===== src/rtl/issue_config.svh =====
`ifndef ISSUE_CONFIG_SVH
`define ISSUE_CONFIG_SVH

// Data path width of the core.
`define XLEN 32

// Register file address width, 32 registers per file.
`define REG_ADDR_WIDTH 5

// CSR address width.
`define CSR_ADDR_WIDTH 12

`endif


===== src/rtl/issue_pkg.sv =====
`default_nettype none

`include "issue_config.svh"

package issue_pkg;

  // ####################
  // Operation flags
  // ####################

  typedef struct packed {
    logic valid;
    logic rden1;
    logic rden2;
    logic wren;
    logic load;
    logic store;
    logic crden;
    logic cwren;
    logic frden1;
    logic frden2;
    logic frden3;
    logic fwren;
    logic fload;
    logic fstore;
    logic fpu;
    logic fpuf; // Operation sets the accrued fp flags.
  } op_type;

  typedef struct packed {
    op_type op;
    logic [`REG_ADDR_WIDTH-1:0] raddr1;
    logic [`REG_ADDR_WIDTH-1:0] raddr2;
    logic [`REG_ADDR_WIDTH-1:0] raddr3;
    logic [`REG_ADDR_WIDTH-1:0] waddr;
    logic [`CSR_ADDR_WIDTH-1:0] caddr;
    logic [2:0] rm; // 3'b111 selects the dynamic rounding mode.
    logic [1:0] fmt;
    logic [`XLEN-1:0] imm;
    logic [`XLEN-1:0] cdata;
  } instr_type;

  // ####################
  // Float control word
  // ####################

  typedef struct packed {
    logic [23:0] reserved;
    logic [2:0] frm;
    logic [4:0] fflags;
  } fcsr_fields;

  // The fcsr read returns the word, the other users decode the fields.
  typedef union packed {
    logic [31:0] word;
    fcsr_fields field;
  } fcsr_word;

  localparam logic [`CSR_ADDR_WIDTH-1:0] csr_fflags = 12'h001;
  localparam logic [`CSR_ADDR_WIDTH-1:0] csr_frm = 12'h002;
  localparam logic [`CSR_ADDR_WIDTH-1:0] csr_fcsr = 12'h003;
  localparam logic [`CSR_ADDR_WIDTH-1:0] csr_mstatus = 12'h300;
  localparam logic [`CSR_ADDR_WIDTH-1:0] csr_mscratch = 12'h340;

  localparam instr_type init_instr = '0;

endpackage

`default_nettype wire


===== src/rtl/issue_stage.sv =====
`timescale 1ns/1ps
`default_nettype none

`include "issue_config.svh"

module issue_stage (
  input logic clock,
  input logic reset,
  input logic flush,
  input issue_pkg::instr_type pair_instr0,
  input issue_pkg::instr_type pair_instr1,
  input logic pair_swap,
  input logic pair_stall,
  input issue_pkg::instr_type ex_instr0,
  input issue_pkg::instr_type ex_instr1,
  input issue_pkg::instr_type mem_instr0,
  input issue_pkg::instr_type mem_instr1,
  input logic [1:0] fs,
  input logic [2:0] frm,
  input logic [`XLEN-1:0] csr_rdata,
  input logic [`XLEN-1:0] fp_csr_rdata,
  input logic fp_csr_ready,
  output logic rf_rden [4],
  output logic [`REG_ADDR_WIDTH-1:0] rf_raddr [4],
  output logic frf_rden [3],
  output logic [`REG_ADDR_WIDTH-1:0] frf_raddr [3],
  output logic csr_rden,
  output logic [`CSR_ADDR_WIDTH-1:0] csr_raddr,
  output issue_pkg::instr_type y_instr0,
  output issue_pkg::instr_type y_instr1,
  output logic y_swap,
  output logic y_stall,
  output issue_pkg::instr_type q_instr0,
  output issue_pkg::instr_type q_instr1,
  output logic q_swap,
  output logic q_stall
);

  issue_pkg::instr_type v0;
  issue_pkg::instr_type v1;
  issue_pkg::instr_type n0;
  issue_pkg::instr_type n1;
  logic csr_from1;
  logic flag_read;
  logic hazard_stall;

  // Float gating and dynamic rounding-mode fill for one slot.
  function automatic issue_pkg::instr_type gate_float(input issue_pkg::instr_type instr);
    issue_pkg::instr_type g;
    g = instr;
    if (fs == 2'b00) begin
      g.op.frden1 = 1'b0;
      g.op.frden2 = 1'b0;
      g.op.frden3 = 1'b0;
      g.op.fwren = 1'b0;
      g.op.fload = 1'b0;
      g.op.fstore = 1'b0;
      g.op.fpu = 1'b0;
      g.op.fpuf = 1'b0;
      g.rm = '0;
      g.fmt = '0;
    end
    if (g.rm == 3'b111) begin
      g.rm = frm;
    end
    return g;
  endfunction

  function automatic logic load_use(input issue_pkg::instr_type ex,
                                    input issue_pkg::instr_type instr);
    return ex.op.load & instr.op.valid &
           ((instr.op.rden1 & (ex.waddr == instr.raddr1)) |
            (instr.op.rden2 & (ex.waddr == instr.raddr2)));
  endfunction

  function automatic logic fload_use(input issue_pkg::instr_type ex,
                                     input issue_pkg::instr_type instr);
    return ex.op.fload & instr.op.valid &
           ((instr.op.frden1 & (ex.waddr == instr.raddr1)) |
            (instr.op.frden2 & (ex.waddr == instr.raddr2)) |
            (instr.op.frden3 & (ex.waddr == instr.raddr3)));
  endfunction

  always_comb begin
    v0 = gate_float(pair_instr0);
    v1 = gate_float(pair_instr1);

    // One CSR read port, slot 0 has priority.
    csr_from1 = !(v0.op.valid & v0.op.crden) & v1.op.valid & v1.op.crden;
    csr_rden = (v0.op.valid & v0.op.crden) | csr_from1;
    csr_raddr = csr_from1 ? v1.caddr : v0.caddr;
    if (csr_from1) begin
      v1.cdata = fp_csr_ready ? fp_csr_rdata : csr_rdata;
    end else begin
      v0.cdata = fp_csr_ready ? fp_csr_rdata : csr_rdata;
    end

    flag_read = csr_rden & ((csr_raddr == issue_pkg::csr_fflags) |
                            (csr_raddr == issue_pkg::csr_fcsr));

    hazard_stall = ex_instr0.op.cwren | ex_instr1.op.cwren |
                   mem_instr0.op.cwren | mem_instr1.op.cwren |
                   (flag_read & (ex_instr0.op.fpuf | ex_instr1.op.fpuf |
                                 mem_instr0.op.fpuf | mem_instr1.op.fpuf)) |
                   load_use(ex_instr0, v0) | load_use(ex_instr1, v0) |
                   load_use(ex_instr0, v1) | load_use(ex_instr1, v1) |
                   fload_use(ex_instr0, v0) | fload_use(ex_instr1, v0);

    y_instr0 = v0;
    y_instr1 = v1;
    y_swap = pair_swap;
    y_stall = (pair_stall | hazard_stall) & !flush; // Flush wins over any stall.

    n0 = v0;
    n1 = v1;
    if (flush || hazard_stall) begin
      n0.op.valid = 1'b0;
      n1.op.valid = 1'b0;
    end
  end

  always_ff @(posedge clock) begin
    if (!reset) begin
      q_instr0 <= issue_pkg::init_instr;
      q_instr1 <= issue_pkg::init_instr;
      q_swap <= 1'b0;
      q_stall <= 1'b0;
    end else begin
      q_instr0 <= n0;
      q_instr1 <= n1;
      q_swap <= y_swap;
      q_stall <= y_stall;
    end
  end

  // ####################
  // Operand reads follow the issued pair in q.
  // ####################

  always_comb begin
    rf_rden[0] = q_instr0.op.valid & q_instr0.op.rden1;
    rf_rden[1] = q_instr0.op.valid & q_instr0.op.rden2;
    rf_rden[2] = q_instr1.op.valid & q_instr1.op.rden1;
    rf_rden[3] = q_instr1.op.valid & q_instr1.op.rden2;
    rf_raddr[0] = q_instr0.raddr1;
    rf_raddr[1] = q_instr0.raddr2;
    rf_raddr[2] = q_instr1.raddr1;
    rf_raddr[3] = q_instr1.raddr2;
    frf_rden[0] = q_instr0.op.valid & q_instr0.op.frden1;
    frf_rden[1] = q_instr0.op.valid & q_instr0.op.frden2;
    frf_rden[2] = q_instr0.op.valid & q_instr0.op.frden3;
    frf_raddr[0] = q_instr0.raddr1;
    frf_raddr[1] = q_instr0.raddr2;
    frf_raddr[2] = q_instr0.raddr3;
  end

endmodule

`default_nettype wire


===== config.mk =====
export PLATFORM = sky130hd
export DESIGN_NAME = issue_stage
export DESIGN_NICKNAME = d
export VERILOG_FILES = /design/src/rtl/issue_pkg.sv /design/src/rtl/issue_stage.sv
export VERILOG_INCLUDE_DIRS = /design/src /design/src/rtl
export SDC_FILE = /design/constraint.sdc
export NUM_CORES = 1
export LEC_CHECK = 0
export ABC_AREA = 1
export BUFFER_PORTS_ARGS = -buffer_cell sky130_fd_sc_hd__clkbuf_2
export CAP_MARGIN = 20
export CORE_AREA = 2 2 512 514
export DETAILED_ROUTE_END_ITERATION = 8
export DIE_AREA = 0 0 514 516
export SYNTH_ARGS = -nofsm -noshare
export SYNTH_HDL_FRONTEND = slang
export SYNTH_SLANG_ARGS = --single-unit
export TNS_END_PERCENT = 10

===== constraint.sdc =====
create_clock -name clock -period 1.4 [get_ports clock]
set_clock_uncertainty 0.1 [all_clocks]
set_input_delay 0 -clock clock [delete_from_list [all_inputs] [get_ports clock]]
set_output_delay 0 -clock clock [all_outputs]
set_load 0.005 [all_outputs]

==> results of run 1 <==
through the flow:
| step | total power [mW] | setup TNS, ns |
|---|---|---|
| global route | 25.8 | -5.14 |
| CTS | 25.1 | -12.46 |
| detailed placement | 12.8 | -41.13 |
| global placement | 12.8 | -39.33 |
| finish | 24.6 | -1.85 |
| floorplan | 8.91 | 0 |
registers in the layout, summed over array words and instances, names as in the netlist:
register	flops
q_swap	1
q_stall	1
q_instr1	117
frf_raddr	15
q_instr0	102
final timing paths:
check / slack [ns] / end / cells after the start / from
setup / recovery: -0.23 / y_stall / 15 / pair_instr1[116]
hold / removal: -0.11 / q_instr1[116]$_SDFF_PP0_ / 8 / ex_instr0[112]
cells in the final DEF (no fill, tap or decap), types with 8 or more instances in the layout:
| master | count |
|---|---|
| sky130_fd_sc_hd__nor2_1 | 113 |
| sky130_fd_sc_hd__clkbuf_8 | 21 |
| sky130_fd_sc_hd__dlygate4sd3_1 | 403 |
| sky130_fd_sc_hd__nand4_1 | 9 |
| sky130_fd_sc_hd__clkbuf_2 | 799 |
| sky130_fd_sc_hd__diode_2 | 27 |
| sky130_fd_sc_hd__buf_12 | 26 |
| sky130_fd_sc_hd__nand3b_1 | 8 |
| sky130_fd_sc_hd__nand2_1 | 328 |
| sky130_fd_sc_hd__xor2_1 | 12 |
| sky130_fd_sc_hd__inv_1 | 346 |
| sky130_fd_sc_hd__o21ai_1 | 16 |
| sky130_fd_sc_hd__o21ai_2 | 55 |
| sky130_fd_sc_hd__dfxtp_4 | 18 |
| sky130_fd_sc_hd__o21ai_0 | 24 |
| sky130_fd_sc_hd__inv_2 | 9 |
| sky130_fd_sc_hd__clkbuf_4 | 12 |
| sky130_fd_sc_hd__dfxtp_1 | 211 |
| sky130_fd_sc_hd__nand3_1 | 10 |
| sky130_fd_sc_hd__or2_2 | 28 |
| sky130_fd_sc_hd__nand2_2 | 16 |
| sky130_fd_sc_hd__o21ai_4 | 11 |
| sky130_fd_sc_hd__clkbuf_16 | 42 |
| sky130_fd_sc_hd__buf_4 | 160 |
| sky130_fd_sc_hd__nor2_2 | 10 |
| sky130_fd_sc_hd__dlymetal6s4s_1 | 58 |
| sky130_fd_sc_hd__buf_6 | 51 |
| sky130_fd_sc_hd__nor3_1 | 20 |
| sky130_fd_sc_hd__buf_2 | 8 |
report_power, final:
part           internal, mW  switching, mW
clock network          6.01           4.19
logic                  3.21           3.81
registers              7.12          0.215
what timing repair did:
| item | CTS | global route |
|---|---|---|
| resized for setup | 276 | 198 |
| pin swaps | 20 | 18 |
| endpoints found under the setup margin | 143 | 190 |
| hold buffers | 464 | 2 |
| cloned | 3 | 0 |
| setup buffers | 15 | 1 |
| endpoints found under the hold margin | 236 | 5 |
final cells by class:
| cell class | count | area, µm² | share of cell area (%) |
|---|---|---|---|
| timing repair buffer | 1551 | 11800 | 43.1 |
| sequential | 236 | 4800 | 17.6 |
| multi-input combinational | 699 | 3670 | 13.5 |
| antenna | 27 | 67.6 | 0.248 |
| clock buffer | 46 | 1010 | 3.71 |
| inverter | 362 | 1390 | 5.09 |
| clock inverter | 23 | 302 | 1.11 |
| tap | 3402 | 4260 | 15.6 |
critical path: cells and delay by family:
kind                   cells  cell delay, ns
buffers and inverters      4            0.38
and+or+nand+nor           11            1.12
kinds of logic (layout without fill, tap and decap cells):
family	count (synthesis)	in the layout	synth area share [%]
other	0	27	0
buffers and inverters	596	1982	27.3
and+or+nand+nor	566	567	22.0
DFF	236	236	43.9
xor gates and xnor gates	16	16	1.30
AOI/OAI and AO/OA	116	116	5.50
routing by layer:
| metal | global-route usage (%) | vias up |
|---|---|---|
| li1 | - | 7028 |
| met1 | 12.3 | 6945 |
| met2 | 17.0 | 964 |
| met3 | 3.44 | 229 |
| met4 | 4.97 | 6 |
| met5 | 0 | - |
==> run_summary.xml, run 1 <==
<?xml version="1.0" encoding="UTF-8"?>
<metrics>
  <group name="status">
    <metric name="status" unit="">complete, but fails checks</metric>
    <metric name="violations" unit="">negative hold slack, negative setup slack</metric>
  </group>
  <group name="cells_and_area">
    <metric name="area_growth" unit="%">153</metric>
    <metric name="post-route-util" unit="%">10.5</metric>
    <metric name="fin_area" unit="µm²">27300</metric>
    <metric name="layout.filler_cells" unit="">30103</metric>
    <metric name="design.final.nets" unit="">3665</metric>
    <metric name="final_standard_cell_count_with_taps_included_and_fillers_excluded" unit="">6346</metric>
    <metric name="final_layout_size_suffix_gt1_share" unit="%">46.0</metric>
  </group>
  <group name="timing">
    <metric name="timing.final.crit_period" unit="ns">1.63</metric>
    <metric name="finalHoldWorstSlack" unit="ns">-0.109</metric>
    <metric name="report.final.slew_viol_count" unit="">0</metric>
    <metric name="rsz0062_at_grt" unit="">true</metric>
    <metric name="post-route-worst-setup-slack" unit="ns">-0.227</metric>
    <metric name="fmax" unit="GHz">0.615</metric>
    <metric name="tightestPinTransition" unit="ns">1.02</metric>
    <metric name="finalSetupViolCount" unit="">42</metric>
    <metric name="slew_headroom" unit="%">32.0</metric>
    <metric name="final-hold-violation-count" unit="">2</metric>
    <metric name="min_period_over_period" unit="%">116</metric>
  </group>
  <group name="critical_path">
    <metric name="start_kind" unit="">primary input</metric>
    <metric name="cp_cell_sequence" unit="">clkbuf_16 -&gt; nand2_8 -&gt; clkinv_8 -&gt; nand2_8 -&gt; nand2_1 -&gt; nand2_1 -&gt; nand2_1 -&gt; nor2_2 -&gt; nand3_4 -&gt; nand3_4 -&gt; nor2_4 -&gt; nand3_2 -&gt; nand2_4 -&gt; inv_4 -&gt; buf_8</metric>
    <metric name="cp_max_fo" unit="">7</metric>
    <metric name="critPathKind" unit="">in2out</metric>
    <metric name="max_stage_delay" unit="ns">0.19</metric>
    <metric name="critical_path_s_most_frequent_cell" unit="">sky130_fd_sc_hd__nand2_1</metric>
    <metric name="slowest_stage" unit="">sky130_fd_sc_hd__nand3_4</metric>
    <metric name="worst-endpoint-required" unit="ns">1.30</metric>
    <metric name="cp.arrival" unit="ns">1.53</metric>
    <metric name="setup.worst_path.end_class" unit="">output pin</metric>
  </group>
  <group name="logic_synthesis">
    <metric name="synth_sequential_area_ratio" unit="%">43.9</metric>
    <metric name="netlist_area" unit="µm²">10800</metric>
    <metric name="yosys.area.top_type_share" unit="%">43.9</metric>
    <metric name="number_of_library_cell_types_mapped_by_synthesis" unit="">30</metric>
    <metric name="synth.cells.most_frequent" unit="">359 x sky130_fd_sc_hd__inv_1, 346 x sky130_fd_sc_hd__nand2_1, 236 x sky130_fd_sc_hd__dfxtp_1</metric>
    <metric name="ys.warnings.count" unit="">0</metric>
    <metric name="post_synth_inst_count" unit="">1530</metric>
    <metric name="post-synth-top-count-cell" unit="">sky130_fd_sc_hd__inv_1</metric>
    <metric name="flip_flop_cell_with_the_highest_count_after_synthesis" unit="">sky130_fd_sc_hd__dfxtp_1</metric>
    <metric name="netlist_top_cells_area" unit="">sky130_fd_sc_hd__dfxtp_1 44%, sky130_fd_sc_hd__buf_4 13%, sky130_fd_sc_hd__inv_1 13%</metric>
    <metric name="synth_top_cell_by_area" unit="">sky130_fd_sc_hd__dfxtp_1</metric>
    <metric name="synth_nets" unit="">2307</metric>
    <metric name="seq_cells_post_synth" unit="">236</metric>
    <metric name="postSynthAreaPerCell" unit="µm²">7.03</metric>
    <metric name="async_reset_ff_share" unit="%">0</metric>
    <metric name="synth_enable_flop_cells" unit="">0</metric>
  </group>
  <group name="detailed_routing">
    <metric name="drt_pass1_iterations" unit="">4</metric>
    <metric name="totalWireLength" unit="mm">144</metric>
    <metric name="drt_iter0_markers" unit="">485</metric>
    <metric name="drtAntennaViolNets" unit="">0</metric>
    <metric name="detail_route.wl_per_cell" unit="µm">22.7</metric>
    <metric name="drcViolationCount" unit="">0</metric>
    <metric name="via_per_inst" unit="">2.39</metric>
    <metric name="routed.top_layer" unit="">met5</metric>
    <metric name="num_vias" unit="">15172</metric>
    <metric name="wl_met3" unit="mm">12.0</metric>
    <metric name="met2RoutedLength" unit="mm">64.3</metric>
    <metric name="detail_route.wirelength.met1" unit="mm">59.9</metric>
  </group>
  <group name="placed_design">
    <metric name="dpl_cell_area" unit="µm²">19700</metric>
    <metric name="place_hpwl" unit="mm">124</metric>
    <metric name="preCtsSetupSlack" unit="ns">-0.937</metric>
    <metric name="placement.io_buffers" unit="">857</metric>
    <metric name="gp_congestion" unit="">0.948</metric>
    <metric name="placed_cells" unit="">5768</metric>
  </group>
  <group name="pwr">
    <metric name="ir_worst_vdd" unit="µV">807</metric>
    <metric name="p_leak" unit="nW">14.0</metric>
    <metric name="cellPowerDensity" unit="nW/µm²">901</metric>
  </group>
  <group name="clocking">
    <metric name="cts-htree-levels" unit="">2</metric>
    <metric name="cts_made_buffers" unit="">38</metric>
    <metric name="max-clock-path-buffers" unit="">3</metric>
    <metric name="cts_num_sinks" unit="">236</metric>
    <metric name="cts.root.buffer_cell" unit="">sky130_fd_sc_hd__clkbuf_16</metric>
    <metric name="cts_tree" unit="">built</metric>
    <metric name="clkSlewWorstSetupHoldPaths" unit="ns">0.05</metric>
  </group>
  <group name="floorplanning">
    <metric name="floorplan.initialDensity" unit="%">4.15</metric>
    <metric name="ios" unit="">1304</metric>
    <metric name="fp.coreArea" unit="µm²">259000</metric>
    <metric name="rows" unit="">187</metric>
    <metric name="floorplan.die.width" unit="µm">514</metric>
    <metric name="chipHeight" unit="µm">516</metric>
    <metric name="floorplan.die_area" unit="µm²">265000</metric>
  </group>
  <group name="run">
    <metric name="max_cap_violations" unit="">0</metric>
  </group>
  <group name="global_route">
    <metric name="globalRouteOverflowTotal" unit="">0</metric>
    <metric name="antenna_found_initial" unit="">84</metric>
    <metric name="global_route_wire_length_before_repair" unit="mm">173</metric>
    <metric name="grt.total_usage" unit="%">10.5</metric>
    <metric name="grt_max_degree" unit="">38</metric>
    <metric name="first_global_vias" unit="">15315</metric>
  </group>
  <group name="hold_path">
    <metric name="min_path_type" unit="">in2reg</metric>
  </group>
</metrics>
Note: power is estimated with default switching activity, not from simulation.
==> run 2: changes to the inputs <==
==> constraint.sdc (replaced) <==
create_clock -name clock -period 1.4 [get_ports clock]
set_clock_uncertainty 0.1 [all_clocks]
set_input_delay 0.28 -clock clock [delete_from_list [all_inputs] [get_ports clock]]
set_output_delay 0.28 -clock clock [all_outputs]
set_load 0.005 [all_outputs]
==> run_summary.xml, run 2 (synthesized netlist as in run 1, its figures left out) <==
<?xml version="1.0" encoding="UTF-8"?>
<metrics>
  <group name="pwr">
    <metric name="cellPowerDensity" unit="nW/µm²">923</metric>
    <metric name="ir_worst_vdd" unit="µV">878</metric>
    <metric name="seq_power_share" unit="%">29.9</metric>
    <metric name="clkPwrFrac" unit="%">41.3</metric>
    <metric name="p_comb_share" unit="%">28.8</metric>
    <metric name="internal_power" unit="mW">16.4</metric>
    <metric name="net-switching-power" unit="mW">8.29</metric>
    <metric name="switching_share" unit="%">33.6</metric>
    <metric name="p_leak" unit="nW">13.2</metric>
  </group>
  <group name="timing">
    <metric name="slew_headroom" unit="%">59.1</metric>
    <metric name="tightestPinTransition" unit="ns">0.607</metric>
    <metric name="post-route-worst-setup-slack" unit="ns">-0.818</metric>
    <metric name="min_period_over_period" unit="%">158</metric>
    <metric name="report.final.slew_viol_count" unit="">0</metric>
    <metric name="final-hold-violation-count" unit="">21</metric>
    <metric name="fmax" unit="GHz">0.451</metric>
    <metric name="timing.final.crit_period" unit="ns">2.22</metric>
    <metric name="rsz0062_at_grt" unit="">true</metric>
    <metric name="finalSetupViolCount" unit="">363</metric>
    <metric name="finalHoldWorstSlack" unit="ns">-0.162</metric>
  </group>
  <group name="cells_and_area">
    <metric name="area_growth" unit="%">148</metric>
    <metric name="final_standard_cell_count_with_taps_included_and_fillers_excluded" unit="">6086</metric>
    <metric name="multi_input_area" unit="µm²">4120</metric>
    <metric name="seqCellArea" unit="µm²">4950</metric>
    <metric name="largest_register" unit="">q_instr1</metric>
    <metric name="design.final.nets" unit="">3414</metric>
    <metric name="layout.filler_cells" unit="">30092</metric>
    <metric name="final_cell_mix" unit="">631 x sky130_fd_sc_hd__clkbuf_2, 318 x sky130_fd_sc_hd__inv_1, 309 x sky130_fd_sc_hd__nand2_1</metric>
    <metric name="largest_reg_flops" unit="">117</metric>
    <metric name="final_layout_size_suffix_gt1_share" unit="%">58.6</metric>
    <metric name="mostFrequentLayoutCell" unit="">sky130_fd_sc_hd__clkbuf_2</metric>
  </group>
  <group name="clocking">
    <metric name="cts_tree" unit="">built</metric>
    <metric name="cts_made_buffers" unit="">37</metric>
    <metric name="cts_num_sinks" unit="">236</metric>
    <metric name="cts.root.buffer_cell" unit="">sky130_fd_sc_hd__clkbuf_16</metric>
    <metric name="cts-htree-levels" unit="">2</metric>
    <metric name="holdBufCountCts" unit="">157</metric>
    <metric name="clkSlewWorstSetupHoldPaths" unit="ns">0.06</metric>
    <metric name="max-clock-path-buffers" unit="">3</metric>
  </group>
  <group name="detailed_routing">
    <metric name="wl_met3" unit="mm">13.2</metric>
    <metric name="met2RoutedLength" unit="mm">69.2</metric>
    <metric name="totalWireLength" unit="mm">149</metric>
    <metric name="num_vias" unit="">14262</metric>
    <metric name="via_per_inst" unit="">2.34</metric>
    <metric name="drtAntennaViolNets" unit="">0</metric>
    <metric name="drt_iter0_markers" unit="">573</metric>
    <metric name="drt_pass1_iterations" unit="">5</metric>
    <metric name="detail_route.wl_per_cell" unit="µm">24.4</metric>
    <metric name="drcViolationCount" unit="">0</metric>
    <metric name="detail_route.wirelength.met1" unit="mm">58.6</metric>
    <metric name="routed.top_layer" unit="">met5</metric>
  </group>
  <group name="critical_path">
    <metric name="setup.worst_path.end_class" unit="">output pin</metric>
    <metric name="cp_max_fo" unit="">8</metric>
    <metric name="start_kind" unit="">primary input</metric>
    <metric name="max_stage_delay" unit="ns">0.16</metric>
    <metric name="worst-endpoint-required" unit="ns">1.02</metric>
    <metric name="worst-path-buf-inv" unit="">6</metric>
    <metric name="cp.arrival" unit="ns">1.84</metric>
    <metric name="critical_path_s_most_frequent_cell" unit="">sky130_fd_sc_hd__nand3_4</metric>
    <metric name="cp_cell_sequence" unit="">clkbuf_16 -&gt; nand2_8 -&gt; inv_8 -&gt; buf_12 -&gt; nand3b_1 -&gt; nand2_1 -&gt; nand2_1 -&gt; nor2_2 -&gt; nand3_4 -&gt; buf_12 -&gt; nand3_4 -&gt; nor2_4 -&gt; nand3_4 -&gt; nand2_8 -&gt; inv_2 -&gt; clkbuf_2</metric>
    <metric name="cp_top_family" unit="">simple AND/OR/NAND/NOR gates</metric>
    <metric name="critPathKind" unit="">in2out</metric>
    <metric name="slowest_stage" unit="">sky130_fd_sc_hd__nor2_2</metric>
  </group>
  <group name="floorplanning">
    <metric name="floorplan.die_area" unit="µm²">265000</metric>
    <metric name="floorplan.initialDensity" unit="%">4.15</metric>
    <metric name="chipHeight" unit="µm">516</metric>
    <metric name="floorplan.die.width" unit="µm">514</metric>
    <metric name="fp.coreArea" unit="µm²">259000</metric>
    <metric name="rows" unit="">187</metric>
    <metric name="ios" unit="">1304</metric>
  </group>
  <group name="global_route">
    <metric name="globalRouteOverflowTotal" unit="">0</metric>
    <metric name="first_global_vias" unit="">14059</metric>
    <metric name="grt.total_usage" unit="%">10.7</metric>
    <metric name="antenna_found_initial" unit="">86</metric>
    <metric name="grt_max_degree" unit="">37</metric>
    <metric name="global_route_wire_length_before_repair" unit="mm">175</metric>
  </group>
  <group name="run">
    <metric name="max_cap_violations" unit="">0</metric>
  </group>
  <group name="placed_design">
    <metric name="gp_congestion" unit="">0.878</metric>
    <metric name="placed_cells" unit="">5768</metric>
    <metric name="placement.io_buffers" unit="">857</metric>
    <metric name="place_hpwl" unit="mm">124</metric>
    <metric name="preCtsSetupSlack" unit="ns">-1.22</metric>
  </group>
  <group name="status">
    <metric name="status" unit="">complete, but fails checks</metric>
    <metric name="violations" unit="">negative hold slack, negative setup slack</metric>
  </group>
  <group name="hold_path">
    <metric name="min_path_type" unit="">in2reg</metric>
  </group>
</metrics>
-- run 2: power groups by stage --
stage               Sequential, mW  Combinational, mW  Clock [mW]
global placement              7.44               5.53           0
floorplan                     7.44               1.48           0
CTS                           7.33               6.99        10.8
detailed placement            7.45               5.49           0
global route                  7.41               7.70        10.8
finish                        7.37               7.10        10.2
-- run 2: cell type report --
type                            instances  area share, %
Sequential cell                       236           18.5
Antenna cell                           19          0.178
Inverter                              362           5.18
Tap cell                             3402           15.9
Timing Repair Buffer                 1301           40.0
Clock buffer                           52           3.97
Multi-Input combinational cell        699           15.4
Clock inverter                         15          0.786
-- run 2: stage by stage --
step	instance area (µm²)	hold WS [ns]	total power, mW	TNS, ns	util [%]
2_1_floorplan	10800	0.273	8.92	-10.27	-
3_3_place_gp	20100	0.376	13.0	-106.80	7.74
3_5_place_dp	20100	0.384	12.9	-108.00	7.74
4_1_cts	25500	-0.260	25.1	-90.37	9.84
5_1_grt	26700	-0.201	26.0	-85.65	10.3
6_report	26700	-0.162	24.7	-61.60	10.3
-- run 2: metal layers --
layer	vias up	global-route usage, %
met4	20	4.15
li1	6506	-
met1	6552	12.3
met3	257	3.72
met2	927	18.3
met5	-	0
-- run 2: path summary, 6_finish.rpt --
path | startpoint | endpoint | slack, ns | depth (start not counted)
max | pair_instr1[110] | y_stall | -0.82 | 16
min | pair_instr0[19] | q_instr0[19]$_SDFF_PN0_ | -0.16 | 3
-- run 2: timing repair --
action,CTS,global route
cloned,16,2
gates resized for setup,543,419
pin swaps,28,29
hold endpoints to repair,206,25
buffers inserted,42,18
endpoints found under the setup margin,392,386
